--- src/hw/lsu_pkg.sv ---
package lsu_pkg;

  ////////////////////////////////////////
  // Bus geometry
  ////////////////////////////////////////

  // Data and address width
  parameter int XLEN = 32;

  // One enable per byte lane
  parameter int BE_W = XLEN / 8;

  // Default number of transactions in flight on the data bus
  parameter int MAX_OUTSTANDING_DEF = 2;

  ////////////////////////////////////////
  // Access description
  ////////////////////////////////////////

  // Access size as encoded by the execute stage
  typedef enum logic [1:0] {
    LSU_BYTE = 2'b00,
    LSU_HALF = 2'b01,
    LSU_WORD = 2'b10
  } lsu_size_e;

  // Control info kept per bus transaction until its read-valid
  typedef struct packed {
    // Size of the original access
    lsu_size_e  size;
    // Sign extension for loads
    logic       sext;
    // Store flag
    logic       we;
    // Byte offset of the original address
    logic [1:0] offset;
    // Low only for the first half of a split access
    logic       last;
  } lsu_ctrl_t;

endpackage

--- src/hw/lsu_rdata_align.sv ---
`timescale 1ns/1ps

module lsu_rdata_align (
  input  logic                     clk,
  input  logic                     rst_n,

  // Bus response and its control entry
  input  logic                     rvalid_i,
  input  logic [lsu_pkg::XLEN-1:0] rdata_i,
  input  lsu_pkg::lsu_ctrl_t       ctrl_i,

  // Result to write-back
  output logic                     resp_valid_o,
  output logic [lsu_pkg::XLEN-1:0] resp_rdata_o
);

  // Low word of a split load
  logic [lsu_pkg::XLEN-1:0]   rdata_q;
  // A first half is held and waits for its second
  logic                       half_q;
  // Two words side by side, then shifted down
  logic [2*lsu_pkg::XLEN-1:0] rdata_full;
  logic [2*lsu_pkg::XLEN-1:0] rdata_shift;

  ////////////////////////////////////////
  // First half capture
  ////////////////////////////////////////

  always_ff @(posedge clk or negedge rst_n) begin
    if (!rst_n) begin
      half_q <= 1'b0;
    end else if (rvalid_i) begin
      half_q <= !ctrl_i.last;
    end
  end

  // Store responses carry no useful data
  always_ff @(posedge clk) begin
    if (rvalid_i && !ctrl_i.last && !ctrl_i.we) begin
      rdata_q <= rdata_i;
    end
  end

  ////////////////////////////////////////
  // Realign and extend
  ////////////////////////////////////////

  // Unsplit access wraps its own word around the shift
  assign rdata_full  = half_q ? {rdata_i, rdata_q} : {rdata_i, rdata_i};
  assign rdata_shift = rdata_full >> {ctrl_i.offset, 3'b000};

  always_comb begin
    case (ctrl_i.size)
      lsu_pkg::LSU_BYTE:
        resp_rdata_o = {{24{ctrl_i.sext && rdata_shift[7]}}, rdata_shift[7:0]};
      lsu_pkg::LSU_HALF:
        resp_rdata_o = {{16{ctrl_i.sext && rdata_shift[15]}}, rdata_shift[15:0]};
      default:
        resp_rdata_o = rdata_shift[lsu_pkg::XLEN-1:0];
    endcase
  end

  // One result per access, none for a first half
  assign resp_valid_o = rvalid_i && ctrl_i.last;

endmodule

--- src/hw/lsu_req_gen.sv ---
`timescale 1ns/1ps

module lsu_req_gen (
  input  logic                     clk,
  input  logic                     rst_n,

  // Access from the execute stage
  input  logic                     req_valid_i,
  input  logic [lsu_pkg::XLEN-1:0] op_a_i,
  input  logic [lsu_pkg::XLEN-1:0] op_b_i,
  input  logic                     req_we_i,
  input  lsu_pkg::lsu_size_e       req_size_i,
  input  logic                     req_sext_i,
  input  logic [lsu_pkg::XLEN-1:0] req_wdata_i,

  // Grant of the current part
  input  logic                     txn_accept_i,

  // Bus request fields
  output logic                     split_o,
  output logic [lsu_pkg::XLEN-1:0] addr_o,
  output logic                     we_o,
  output logic [lsu_pkg::BE_W-1:0] be_o,
  output logic [lsu_pkg::XLEN-1:0] wdata_o,
  output lsu_pkg::lsu_ctrl_t       ctrl_o
);

  // Effective address before word realignment
  logic [lsu_pkg::XLEN-1:0]   addr;
  // Byte position inside the word
  logic [1:0]                 offset;
  // High during the second part of a split access
  logic                       split_q;
  // Store data doubled and shifted, upper half is the rotation
  logic [2*lsu_pkg::XLEN-1:0] wdata_dbl;

  assign addr   = op_a_i + op_b_i;
  assign offset = addr[1:0];

  ////////////////////////////////////////
  // Split detection
  ////////////////////////////////////////

  // Word at any nonzero offset, halfword only when it crosses the word
  always_comb begin
    split_o = 1'b0;
    if (req_valid_i && !split_q) begin
      case (req_size_i)
        lsu_pkg::LSU_WORD: split_o = (offset != 2'b00);
        lsu_pkg::LSU_HALF: split_o = (offset == 2'b11);
        default:           split_o = 1'b0;
      endcase
    end
  end

  // Phase bit advances on each granted part
  // Dropped valid restarts the next access at its first part
  always_ff @(posedge clk or negedge rst_n) begin
    if (!rst_n) begin
      split_q <= 1'b0;
    end else if (!req_valid_i) begin
      split_q <= 1'b0;
    end else if (txn_accept_i) begin
      split_q <= split_o;
    end
  end

  ////////////////////////////////////////
  // Address and lanes
  ////////////////////////////////////////

  // Second part goes to the next word, starting at lane 0
  assign addr_o = split_q ? ({addr[lsu_pkg::XLEN-1:2], 2'b00} + 32'd4) : addr;
  assign we_o   = req_we_i;

  always_comb begin
    case (req_size_i)
      lsu_pkg::LSU_BYTE: be_o = 4'b0001 << offset;
      // Upper lane only on the first part, lane 0 on the second
      lsu_pkg::LSU_HALF: be_o = split_q ? 4'b0001 : (4'b0011 << offset);
      // Low lanes left over from the first part
      lsu_pkg::LSU_WORD: be_o = split_q ? ~(4'b1111 << offset) : (4'b1111 << offset);
      default:           be_o = 4'b0000;
    endcase
  end

  // Rotate left by the offset so both parts see their bytes in lane
  assign wdata_dbl = {req_wdata_i, req_wdata_i} << {offset, 3'b000};
  assign wdata_o   = wdata_dbl[2*lsu_pkg::XLEN-1:lsu_pkg::XLEN];

  ////////////////////////////////////////
  // Control info for the response side
  ////////////////////////////////////////

  always_comb begin
    ctrl_o.size   = req_size_i;
    ctrl_o.sext   = req_sext_i;
    ctrl_o.we     = req_we_i;
    ctrl_o.offset = offset;
    // Only the first half of a split is not last
    ctrl_o.last   = !split_o;
  end

endmodule

--- src/hw/lsu_top.sv ---
`timescale 1ns/1ps

module lsu_top #(
  parameter int MAX_OUTSTANDING = lsu_pkg::MAX_OUTSTANDING_DEF
) (
  input  logic                     clk,
  input  logic                     rst_n,

  // Execute stage request
  input  logic                     req_valid_i,
  output logic                     req_ready_o,
  input  logic [lsu_pkg::XLEN-1:0] op_a_i,
  input  logic [lsu_pkg::XLEN-1:0] op_b_i,
  input  logic                     req_we_i,
  input  lsu_pkg::lsu_size_e       req_size_i,
  input  logic                     req_sext_i,
  input  logic [lsu_pkg::XLEN-1:0] req_wdata_i,

  // Data bus, address phase
  output logic                     data_req_o,
  input  logic                     data_gnt_i,
  output logic [lsu_pkg::XLEN-1:0] data_addr_o,
  output logic                     data_we_o,
  output logic [lsu_pkg::BE_W-1:0] data_be_o,
  output logic [lsu_pkg::XLEN-1:0] data_wdata_o,

  // Data bus, response phase
  input  logic                     data_rvalid_i,
  input  logic [lsu_pkg::XLEN-1:0] data_rdata_i,

  // Result to write-back
  output logic                     resp_valid_o,
  output logic [lsu_pkg::XLEN-1:0] resp_rdata_o
);

  // First part of a misaligned access in progress
  logic                split;
  // Transaction granted this cycle
  logic                txn_accept;
  // Control info of the transaction on the bus
  lsu_pkg::lsu_ctrl_t  req_ctrl;
  // Control info of the oldest outstanding transaction
  lsu_pkg::lsu_ctrl_t  head_ctrl;

  ////////////////////////////////////////
  // Address phase
  ////////////////////////////////////////

  lsu_req_gen u_req_gen (
    .clk          (clk),
    .rst_n        (rst_n),
    .req_valid_i  (req_valid_i),
    .op_a_i       (op_a_i),
    .op_b_i       (op_b_i),
    .req_we_i     (req_we_i),
    .req_size_i   (req_size_i),
    .req_sext_i   (req_sext_i),
    .req_wdata_i  (req_wdata_i),
    .txn_accept_i (txn_accept),
    .split_o      (split),
    .addr_o       (data_addr_o),
    .we_o         (data_we_o),
    .be_o         (data_be_o),
    .wdata_o      (data_wdata_o),
    .ctrl_o       (req_ctrl)
  );

  lsu_txn_ctrl #(
    .MAX_OUTSTANDING (MAX_OUTSTANDING)
  ) u_txn_ctrl (
    .clk           (clk),
    .rst_n         (rst_n),
    .req_valid_i   (req_valid_i),
    .split_i       (split),
    .ctrl_i        (req_ctrl),
    .data_req_o    (data_req_o),
    .data_gnt_i    (data_gnt_i),
    .data_rvalid_i (data_rvalid_i),
    .txn_accept_o  (txn_accept),
    .req_ready_o   (req_ready_o),
    .head_ctrl_o   (head_ctrl)
  );

  ////////////////////////////////////////
  // Response phase
  ////////////////////////////////////////

  lsu_rdata_align u_rdata_align (
    .clk          (clk),
    .rst_n        (rst_n),
    .rvalid_i     (data_rvalid_i),
    .rdata_i      (data_rdata_i),
    .ctrl_i       (head_ctrl),
    .resp_valid_o (resp_valid_o),
    .resp_rdata_o (resp_rdata_o)
  );

endmodule

--- src/hw/lsu_txn_ctrl.sv ---
`timescale 1ns/1ps

module lsu_txn_ctrl #(
  parameter int MAX_OUTSTANDING = lsu_pkg::MAX_OUTSTANDING_DEF
) (
  input  logic               clk,
  input  logic               rst_n,

  // Current part from the request builder
  input  logic               req_valid_i,
  input  logic               split_i,
  input  lsu_pkg::lsu_ctrl_t ctrl_i,

  // Bus handshake
  output logic               data_req_o,
  input  logic               data_gnt_i,
  input  logic               data_rvalid_i,

  // Grant pulse and upstream ready
  output logic               txn_accept_o,
  output logic               req_ready_o,

  // Oldest outstanding entry
  output lsu_pkg::lsu_ctrl_t head_ctrl_o
);

  // Counter must reach MAX_OUTSTANDING itself
  localparam int CNT_W = $clog2(MAX_OUTSTANDING + 1);
  // At least one pointer bit, even for a single entry
  localparam int PTR_W = (MAX_OUTSTANDING > 1) ? $clog2(MAX_OUTSTANDING) : 1;

  // Outstanding transactions
  logic [CNT_W-1:0]   cnt_q;
  logic [CNT_W-1:0]   cnt_n;
  logic               cnt_up;
  logic               cnt_down;

  // Control queue, one entry per granted transaction
  lsu_pkg::lsu_ctrl_t ctrl_mem [MAX_OUTSTANDING];
  logic [PTR_W-1:0]   wr_ptr_q;
  logic [PTR_W-1:0]   rd_ptr_q;

  ////////////////////////////////////////
  // Bus request and upstream ready
  ////////////////////////////////////////

  // No path from rvalid to req, a full counter waits one edge
  assign data_req_o   = req_valid_i && (cnt_q < CNT_W'(MAX_OUTSTANDING));
  assign txn_accept_o = data_req_o && data_gnt_i;

  // First half of a split keeps the execute stage waiting
  assign req_ready_o  = txn_accept_o && !split_i;

  ////////////////////////////////////////
  // Outstanding counter
  ////////////////////////////////////////

  assign cnt_up   = txn_accept_o;
  assign cnt_down = data_rvalid_i;

  always_comb begin
    case ({cnt_up, cnt_down})
      2'b10:   cnt_n = cnt_q + 1'b1;
      2'b01:   cnt_n = cnt_q - 1'b1;
      // Grant and read-valid together leave the count
      default: cnt_n = cnt_q;
    endcase
  end

  always_ff @(posedge clk or negedge rst_n) begin
    if (!rst_n) begin
      cnt_q <= '0;
    end else begin
      cnt_q <= cnt_n;
    end
  end

  ////////////////////////////////////////
  // Control queue
  ////////////////////////////////////////

  // Pointers wrap at the configured depth
  always_ff @(posedge clk or negedge rst_n) begin
    if (!rst_n) begin
      wr_ptr_q <= '0;
      rd_ptr_q <= '0;
    end else begin
      if (cnt_up) begin
        wr_ptr_q <= (wr_ptr_q == PTR_W'(MAX_OUTSTANDING - 1)) ? '0 : wr_ptr_q + 1'b1;
      end
      if (cnt_down) begin
        rd_ptr_q <= (rd_ptr_q == PTR_W'(MAX_OUTSTANDING - 1)) ? '0 : rd_ptr_q + 1'b1;
      end
    end
  end

  // Entry written at grant
  always_ff @(posedge clk) begin
    if (cnt_up) begin
      ctrl_mem[wr_ptr_q] <= ctrl_i;
    end
  end

  // Read-valid comes a cycle after grant at the earliest
  // so the head is always written before it is used
  assign head_ctrl_o = ctrl_mem[rd_ptr_q];

endmodule

--- config.mk ---
export PLATFORM = sky130hd
export DESIGN_NAME = lsu_top
export DESIGN_NICKNAME = d
export VERILOG_FILES = /design/src/hw/lsu_pkg.sv /design/src/hw/lsu_rdata_align.sv /design/src/hw/lsu_req_gen.sv /design/src/hw/lsu_top.sv /design/src/hw/lsu_txn_ctrl.sv
export SDC_FILE = /design/constraint.sdc
export NUM_CORES = 1
export LEC_CHECK = 0
export BUFFER_PORTS_ARGS = -buffer_cell sky130_fd_sc_hd__buf_2
export CAP_MARGIN = 10
export CORE_MARGIN = 2
export CORE_UTILIZATION = 52
export CTS_BUF_LIST = sky130_fd_sc_hd__clkbuf_4 sky130_fd_sc_hd__clkbuf_8
export DETAILED_ROUTE_END_ITERATION = 7
export PLACE_DENSITY = 0.87
export REMOVE_ABC_BUFFERS = 1
export SLEW_MARGIN = 25
export SYNTH_ARGS = -nofsm -noshare
export SYNTH_HDL_FRONTEND = slang
export SYNTH_SLANG_ARGS = --single-unit
--- constraint.sdc ---
create_clock -name clk -period 6.8 [get_ports clk]
set_input_delay 1.36 -clock clk [delete_from_list [all_inputs] [get_ports clk]]
set_output_delay 1.36 -clock clk [all_outputs]
set_load 0.01 [all_outputs]
; Word-level counts from Yosys, hierarchy flattened
; Memory sizes are Yosys's and may differ from the RTL's.
; Cells that the tools add are included.
; Widths: inputs -> output; s select.
[word_totals]
ramBits = 14
regBits = 38
output_inout_bits = 104
in_bits = 137
elab_cells = 59
mem_count = 1
[memory_table]
columns = name, words, word_bits, rd, rd_ports_with_merged_regs, write_ports, line_no
row1 = u_txn_ctrl.ctrl_mem, 2, 7, 1, 0, 1, lsu_txn_ctrl.sv:39  ; lsu_pkg::lsu_ctrl_t ctrl_mem [MAX_OUTSTANDING];
[op_classes]
mux = 15
n_addsub = 6
reduce_logical = 17
eq_ne = 7
magnitude_cmp = 1
bitwise_logic = 1
n_shift = 5
[op_table]
columns = op, count
row1 = $mux 32, 2
row2 = $pmux 32 s2, 1
row3 = $shl 64x5->64, 1
row4 = $shr 64x5->32, 1
row5 = $add 32x3->32 const B, 1
row6 = $add 32x32->32, 1
row7 = $pmux 4 s3, 1
row8 = $logic_and 1x1->1, 9
row9 = $mux 4, 2
row10 = $mux 1, 7
row11 = $eq 2x1->1 const B, 3
row12 = $eq 2x2->1 const B, 3
row13 = $logic_not 1->1, 4
row14 = $logic_not 2->1, 2
row15 = $not 4->4, 1
row16 = $pmux 2 s2, 1
row17 = $reduce_bool 2->1, 2
row18 = $shl 1x2->4 const A, 1
row19 = $shl 2x2->4 const A, 1
row20 = $shl 4x2->4 const A, 1
row21 = $add 1x1->1 const B, 2
row22 = $add 2x1->2 const B, 1
row23 = $lt 2x2->1 const B, 1
row24 = $ne 2x1->1 const B, 1
row25 = 2 further kinds, 2

; Depth between registers and ports, before layout
; Gate-level depths: netlist of the first run.
[logic_depth]
ltp_word = 6
mapped_depth = 12

; By module
; Synthesis of the first run repeated with hierarchy kept, for this count alone.
[hier_totals]
hier_cells = 688
hier_area_um2 = 6837.8
[modules_own_cells]
columns = mod, seq_area_each_um2, cells_each, n_inst, area_per_inst_um2
row1 = lsu_req_gen, 25.0, 431, 1, 3510.9
row2 = lsu_rdata_align, 985.9, 218, 1, 2625.0
row3 = lsu_txn_ctrl, 520.5, 39, 1, 701.9

; Worst setup path before layout of the first run
; OpenSTA, ideal clock, no wires.
[synth_timing]
path_kind = input -> output
from = input port op_a_i[0] (netlist name)
to = output port data_be_o[0] (netlist name)
required_ns = 5.440
arrival_time_ns = 4.270
slack_ns = 1.170
stages = 11
path_buffers = 3
path_cell_list = ha_1 -> fa_1 -> clkbuf_1 -> clkbuf_1 -> clkbuf_1 -> inv_1 -> ha_1 -> inv_1 -> ha_1 -> a222oi_1 -> nor2_1
[synth_rtl]
columns = element, line_no
row1 = from (decl), lsu_top.sv:12  ; input logic [lsu_pkg::XLEN-1:0] op_a_i,
row2 = to (decl), lsu_top.sv:24  ; output logic [lsu_pkg::BE_W-1:0] data_be_o,

; Final worst setup path of the first run
[layout_timing]
from = input port op_a_i[1] (netlist name)
to = output port data_addr_o[31] (netlist name)
[layout_via]
elab_chain_len = 3
[layout_lines]
columns = element, line_no
row1 = $add 32x32->32 (*), lsu_req_gen.sv:37  ; assign addr = op_a_i + op_b_i;
row2 = $add 32x3->32, lsu_req_gen.sv:73  ; assign addr_o = split_q ? ({addr[lsu_pkg::XLEN-1:2], 2'b00} + 32'd4) : addr;
row3 = $mux 32 (*), lsu_req_gen.sv:73
row4 = to (decl), lsu_top.sv:22  ; output logic [lsu_pkg::XLEN-1:0] data_addr_o,
; Mark *: on every way between the ends. The rest lies on a longest branch, timed or not.

==> results of run 1 <==
==> power by group through the flow <==
stage	combinational, mW	sequential, mW	clock, mW
floorplan	0.860	0.449	0
global placement	1.21	0.467	0
detailed placement	1.24	0.471	0
CTS	1.24	0.464	0.187
global route	1.37	0.472	0.195
finish	1.25	0.463	0.181
==> logic make-up (layout without fill, tap and decap cells) <==
| logic type | Yosys count | count (layout) | share of synthesized area |
|---|---|---|---|
| simple gates | 202 | 202 | 0.152 |
| flops | 52 | 52 | 0.230 |
| mux | 104 | 104 | 0.234 |
| other cells | 0 | 2 | 0 |
| fa+ha+maj | 46 | 46 | 0.0877 |
| xor+xnor | 58 | 58 | 0.0792 |
| buf+inv | 62 | 275 | 0.0429 |
| compound gates | 186 | 186 | 0.175 |
==> worst max-delay path: cells and delay by family <==
family / cells / cell delay, ns
xor+xnor: 1 / 0.15
fa+ha+maj: 1 / 0.27
compound gates: 4 / 1.23
simple gates: 5 / 1.34
buf+inv: 2 / 0.26
==> through the flow <==
stage,cell area (sq um),total power [mW],utilization
detailed placement,7950,1.71,0.632
global route,8040,2.04,0.640
CTS,8040,1.89,0.640
global placement,7940,1.68,0.632
floorplan,6440,1.31,-
finish,8050,1.89,0.640
==> metal layers <==
layer,GRT usage,up-vias,part of all wire
li1,-,3115,-
met1,0.327,2981,0.42
met2,0.444,258,0.50
met3,0.0427,39,0.067
met4,0.0729,0,0.019
met5,0,-,0
==> how the worst max path moves through the flow <==
stage	slack [ns]	cells after the start	end
final	0.83	13	data_addr_o[31]
after global routing	0.57	13	data_addr_o[29]
after CTS	0.84	13	data_addr_o[31]
after detailed placement	0.83	13	data_addr_o[31]
after global placement	0.85	13	data_addr_o[31]
after floorplan	0.19	8	resp_rdata_o[16]
==> state kept, by name (all words and copies together) (netlist names) <==
register               flops
u_req_gen.split_q          1
u_rdata_align.rdata_q     32
u_txn_ctrl.ctrl_mem       14
u_txn_ctrl.cnt_q           2
u_rdata_align.half_q       1
u_txn_ctrl.rd_ptr_q        1
u_txn_ctrl.wr_ptr_q        1
==> cell type report <==
class / instances / area, sq um / area share
Inverter: 21 / 78.8 / 0.00980
Sequential cell: 52 / 1530 / 0.191
Antenna cell: 2 / 5.00 / 0.000622
Clock inverter: 3 / 25.0 / 0.00311
Tap cell: 172 / 215 / 0.0267
Clock buffer: 5 / 68.8 / 0.00855
Timing Repair Buffer: 246 / 1250 / 0.155
Multi-Input combinational cell: 596 / 4870 / 0.606
==> placed cells by master (no fill, tap or decap), types with 5 or more instances in the layout <==
master / Yosys / final
xnor2_1: 41 / 41
o211ai_1: 6 / 6
a21oi_1: 54 / 54
nor3_1: 15 / 15
mux2_2: 20 / 20
nand3_1: 13 / 13
inv_1: 21 / 21
a21o_1: 6 / 6
clkbuf_8: 1 / 5
ha_1: 45 / 44
a211oi_1: 7 / 7
nor2_1: 59 / 59
buf_2: 4 / 240
mux2i_1: 45 / 43
edfxtp_1: 46 / 46
o21ai_0: 67 / 67
buf_4: 2 / 6
dfrtp_1: 6 / 5
and2_1: 8 / 8
mux4_2: 39 / 39
nand4_1: 9 / 9
nand2_1: 62 / 62
a31oi_1: 5 / 5
o21a_1: 5 / 5
xor2_1: 16 / 16
==> impl_metrics.toml, run 1 <==
[grt]
grt_pass1_vias = 6033
grt_pass1_wl_microns = 28100
antenna_found_initial = 1
overflow = 0
grt_util_all_layers = 0.254
grt_max_degree = 60

[die]
row_count = 41
die_h_microns = 117
die-area_sq_um = 13700
die_w_microns = 117
core_region_area_sq_um = 12600
boundaryPins = 241
start_util = 0.529

[critical_path]
reg2reg_slack_ns = 5.04
crit_arrival_ns = 4.61
critPathLaunchType = "input port"
required_ns = 5.44
cpPeakStageDelay_ns = 0.50
startpoint = "op_a_i[1]"
endpoint_kind = "output pin"
timing.rr.end = "u_rdata_align.rdata_q[8]"
path_max_fanout = 5
reg2reg_depth = 4
crit_path_top_delay_cell = "a2111o_1"
critPathKind = "in2out"
crit_chain = "buf_2, ha_1, a21o_2, nand4_1, a2111o_1, a21bo_1, a221oi_4, or3b_4, nor4b_4, and3_4, nand4_1, xnor2_1, buf_2"
r2r_start = "u_txn_ctrl.rd_ptr_q"

[placement]
hpwl_microns = 14400
portBuffers = 240
dp_slack_ns = 0.830
placed_cells = 1087
finalWeightedCongestion = 0.920

[synth]
yosysTopAreaCellShare = 0.208
synth_area_leader_cell = "edfxtp_1"
ys_seq_elements = 52
async_reset_ff_frac = 0.115
ys.flop_type = "edfxtp_1"
yosysWarnings = 0
synth-edff-count = 46
yosysSeqAreaShare = 0.230
synth.top_cells.by_count = "o21ai_0 (67), nand2_1 (62), nor2_1 (59)"
avgSynthCellArea_sq_um = 9.37
ys_top_cells_by_area = "edfxtp_1 (21%), mux4_2 (13%), ha_1 (8.5%), mux2i_1 (6.8%), xnor2_1 (5.4%)"
syn_area_sq_um = 6650
synth.most_common_cell = "o21ai_0"
synth_cell_type_count = 74
synth_cells = 710

[cts]
clk_pin_slew_worst_paths_ns = 0.10
clockBufferDepth = 2
cts_buffers = 5
insertion_delay_ns = 0.31
cts_max_level = 2
cts_setup_buffers = 0
cts_root_buffer = "clkbuf_8"
numClockSinks = 52
ctsResizeCount = 0
cts_tree = "yes"
cts_hold_buf = 0

[route]
first_pass_iters = 5
ant_nets = 0
avgRoutedWirePerCell_microns = 16.2
viasPerCell = 5.83
vias = 6393
drtIter0Drc = 470
drc = 0
wirelength_microns = 17800

[sta]
fin_hold_ws_ns = 0.491
setup_ws_ns = 0.830
setup_viol = 0
relSlewSlack = 0.327
hold_violations = 0
min_period_over_period = 0.878
fmax_ghz = 0.168
fin_setup_tns_ns = 0
drv_slew = 0
tightestPinTransition_ns = 1.01
clock_skew_ns = 0.00889
rsz0062_at_grt = "no"
fin_crit_ns = 5.97

[finish]
nets = 1105
syn_to_final_growth_pct = 21.0
final_cells = 1097
layout-drive-gt1-share = 0.371
nFillCells = 1067

[hold_path]
hold-path-endpoint = "u_txn_ctrl.cnt_q[1]"
hold_depth = 1
min-delay-start = "u_txn_ctrl.cnt_q[1]"
hp-class = "reg2reg"

[power_and_ir_drop]
seqPwrFrac = 0.245
power_switching_share = 0.453
clockPowerShare = 0.096
pwr-share-comb = 0.660
worst_ir_drop_vdd_mv = 0.115
power-per-cell-area_nw_per_um2 = 235
p_sw_mw = 0.858
intPower_mw = 1.03
p_leak_nw = 3.48

[status]
status = "finished clean"

[job]
cap_violations = 0
Note: power is estimated with default switching activity, not from simulation.
==> run 2, diff against run 1 <==
==> constraint.sdc (replaced) <==
create_clock -name clk -period 6.8 [get_ports clk]
set_input_delay 1.36 -clock clk [delete_from_list [all_inputs] [get_ports clk]]
set_output_delay 1.36 -clock clk [all_outputs]
set_load 0.005 [all_outputs]
==> run 2 against run 1 <==
Combinational power is 6% lower. Sequential cell count stayed put. First-iteration DRC count is 5.1% higher. Total power shrank 4.4%. Count of clock-buffer cells in the layout is the same. Utilization about the same. Final area about the same. Worst setup slack got worse by 0.0056 ns. Largest cell class unchanged. Highest routed layer unchanged.
==> impl_metrics.toml, run 2 (synthesis gave the netlist of run 1 again) <==
[job]
cap_violations = 0

[finish]
nets = 1106
largestRegisters = "u_rdata_align.rdata_q x32, u_txn_ctrl.ctrl_mem x14, u_txn_ctrl.cnt_q x2"
syn_to_final_growth_pct = 21.0
postLayoutCellArea_sq_um = 8050
layout_commonest_cell = "buf_2"
layout_common_cells = "buf_2 (240), o21ai_0 (67), nand2_1 (62), nor2_1 (59), a21oi_1 (54)"
layout-drive-gt1-share = 0.371
regMostFlops = "u_rdata_align.rdata_q"
largest_register_ffs = 32

[critical_path]
required_ns = 5.44
crit_chain = "buf_2, ha_1, a211oi_1, o21bai_1, a31oi_1, nand4_1, xnor2_1, or3b_4, nor4b_4, and3_4, nand3_1, xnor2_1, buf_2"
path_max_fanout = 9
reg2reg_slack_ns = 5.01
crit_arrival_ns = 4.62
cpPeakStageDelay_ns = 0.45
crit_path_top_delay_cell = "or3b_4"
critPathKind = "in2out"
critPathLaunchType = "input port"
endpoint_kind = "output pin"
critPathTopFamily = "simple AND/OR/NAND/NOR gates"
worstPathBufferInverterCount = 2

[die]
die-area_sq_um = 13700
core_region_area_sq_um = 12600
die_h_microns = 117
start_util = 0.529
die_w_microns = 117
row_count = 41
boundaryPins = 241

[grt]
grt_max_degree = 60
grt_util_all_layers = 0.254
grt_pass1_wl_microns = 28100
grt_pass1_vias = 5954
overflow = 0
antenna_found_initial = 0

[placement]
finalWeightedCongestion = 0.925
portBuffers = 240
placed_area_sq_um = 7950
hpwl_microns = 14500

[sta]
hold_violations = 0
fin_crit_ns = 5.98
relSlewSlack = 0.323
rsz0062_at_grt = "no"
fmax_ghz = 0.167
setup_viol = 0
fin_setup_tns_ns = 0
tightestPinTransition_ns = 1.02
clock_skew_ns = 0.00866
min_period_over_period = 0.879
drv_slew = 0

[cts]
insertion_delay_ns = 0.30
cts_tree = "yes"
cts_hold_buf = 0
cts_setup_buffers = 0
numClockSinks = 52
clockBufferDepth = 2
ctsResizeCount = 0
cts_root_buffer = "clkbuf_8"
cts_buffers = 5
cts_max_level = 2
clk_pin_slew_worst_paths_ns = 0.09

[power_and_ir_drop]
p_leak_nw = 3.48
power-per-cell-area_nw_per_um2 = 225
worst_ir_drop_vdd_mv = 0.129
total_power_mw = 1.81

[route]
drc = 0
viasPerCell = 5.90
avgRoutedWirePerCell_microns = 16.4
wirelength_microns = 18000
first_pass_iters = 7
drtIter0Drc = 494
ant_nets = 0
vias = 6476

[hold_path]
hp-class = "reg2reg"

[status]
status = "finished clean"
[run 2: cell count changes in the layout (fill, tap and decap cells not counted), sizes merged]
cell,delta
buf,+1
inv,-1
clkinv,+1
diode,-1
[run 2: power breakdown]
group	leakage [nW]	switching (mW)	total (mW)	internal (mW)
Sequential	0.490	0.0693	0.463	0.393
Combinational	2.95	0.604	1.17	0.564
Clock	0.0445	0.105	0.178	0.0732
[run 2: layer usage]
metal	vias to the layer above	routed length (microns)	global-route usage
met4	0	372	0.0635
met3	39	1290	0.0505
met5	-	0	0
met1	3057	7450	0.326
met2	265	8890	0.442
li1	3115	-	-
[run 2: area by class of cell]
type	count	area (sq um)
diodes	1	2.50
clock buffers	5	68.8
clock inverters	3	21.3
fillers	1081	4520
inverters	21	78.8
multi-input cells	596	4870
flip-flops and latches	52	1530
well taps	172	215
repair buffers	247	1250
[run 2: through the flow]
step                 util  hold WS, ns  worst slack (ns)  std cells
finish              0.640        0.494             0.824       1097
detailed placement  0.632        0.482             0.851       1088
global placement    0.632        0.462             0.868       1088
CTS                 0.640        0.497             0.837       1096
floorplan               -        0.442             0.260        669
global route        0.640        0.514             0.602       1096
[run 2: worst paths after layout]
| path | start | to | depth (start not counted) |
|---|---|---|---|
| max | op_a_i[15] | data_addr_o[28] | 13 |
| min in group asynchronous | rst_n | u_txn_ctrl.wr_ptr_q | 1 |
| min | u_txn_ctrl.cnt_q[1] | u_txn_ctrl.cnt_q[1] | 1 |
| max reg2reg | u_txn_ctrl.rd_ptr_q | u_rdata_align.rdata_q[24] | 4 |
| max in group asynchronous | rst_n | u_rdata_align.half_q | 1 |
| min reg2reg | u_txn_ctrl.cnt_q[1] | u_txn_ctrl.cnt_q[1] | 1 |
[run 2: worst reg2reg max path, cell delays in order, from the launching register on]
cell,delay (ns)
dfrtp_1,0.58
nor3_1,0.28
a21oi_1,0.07
nor2b_2,0.13
buf_4,0.38
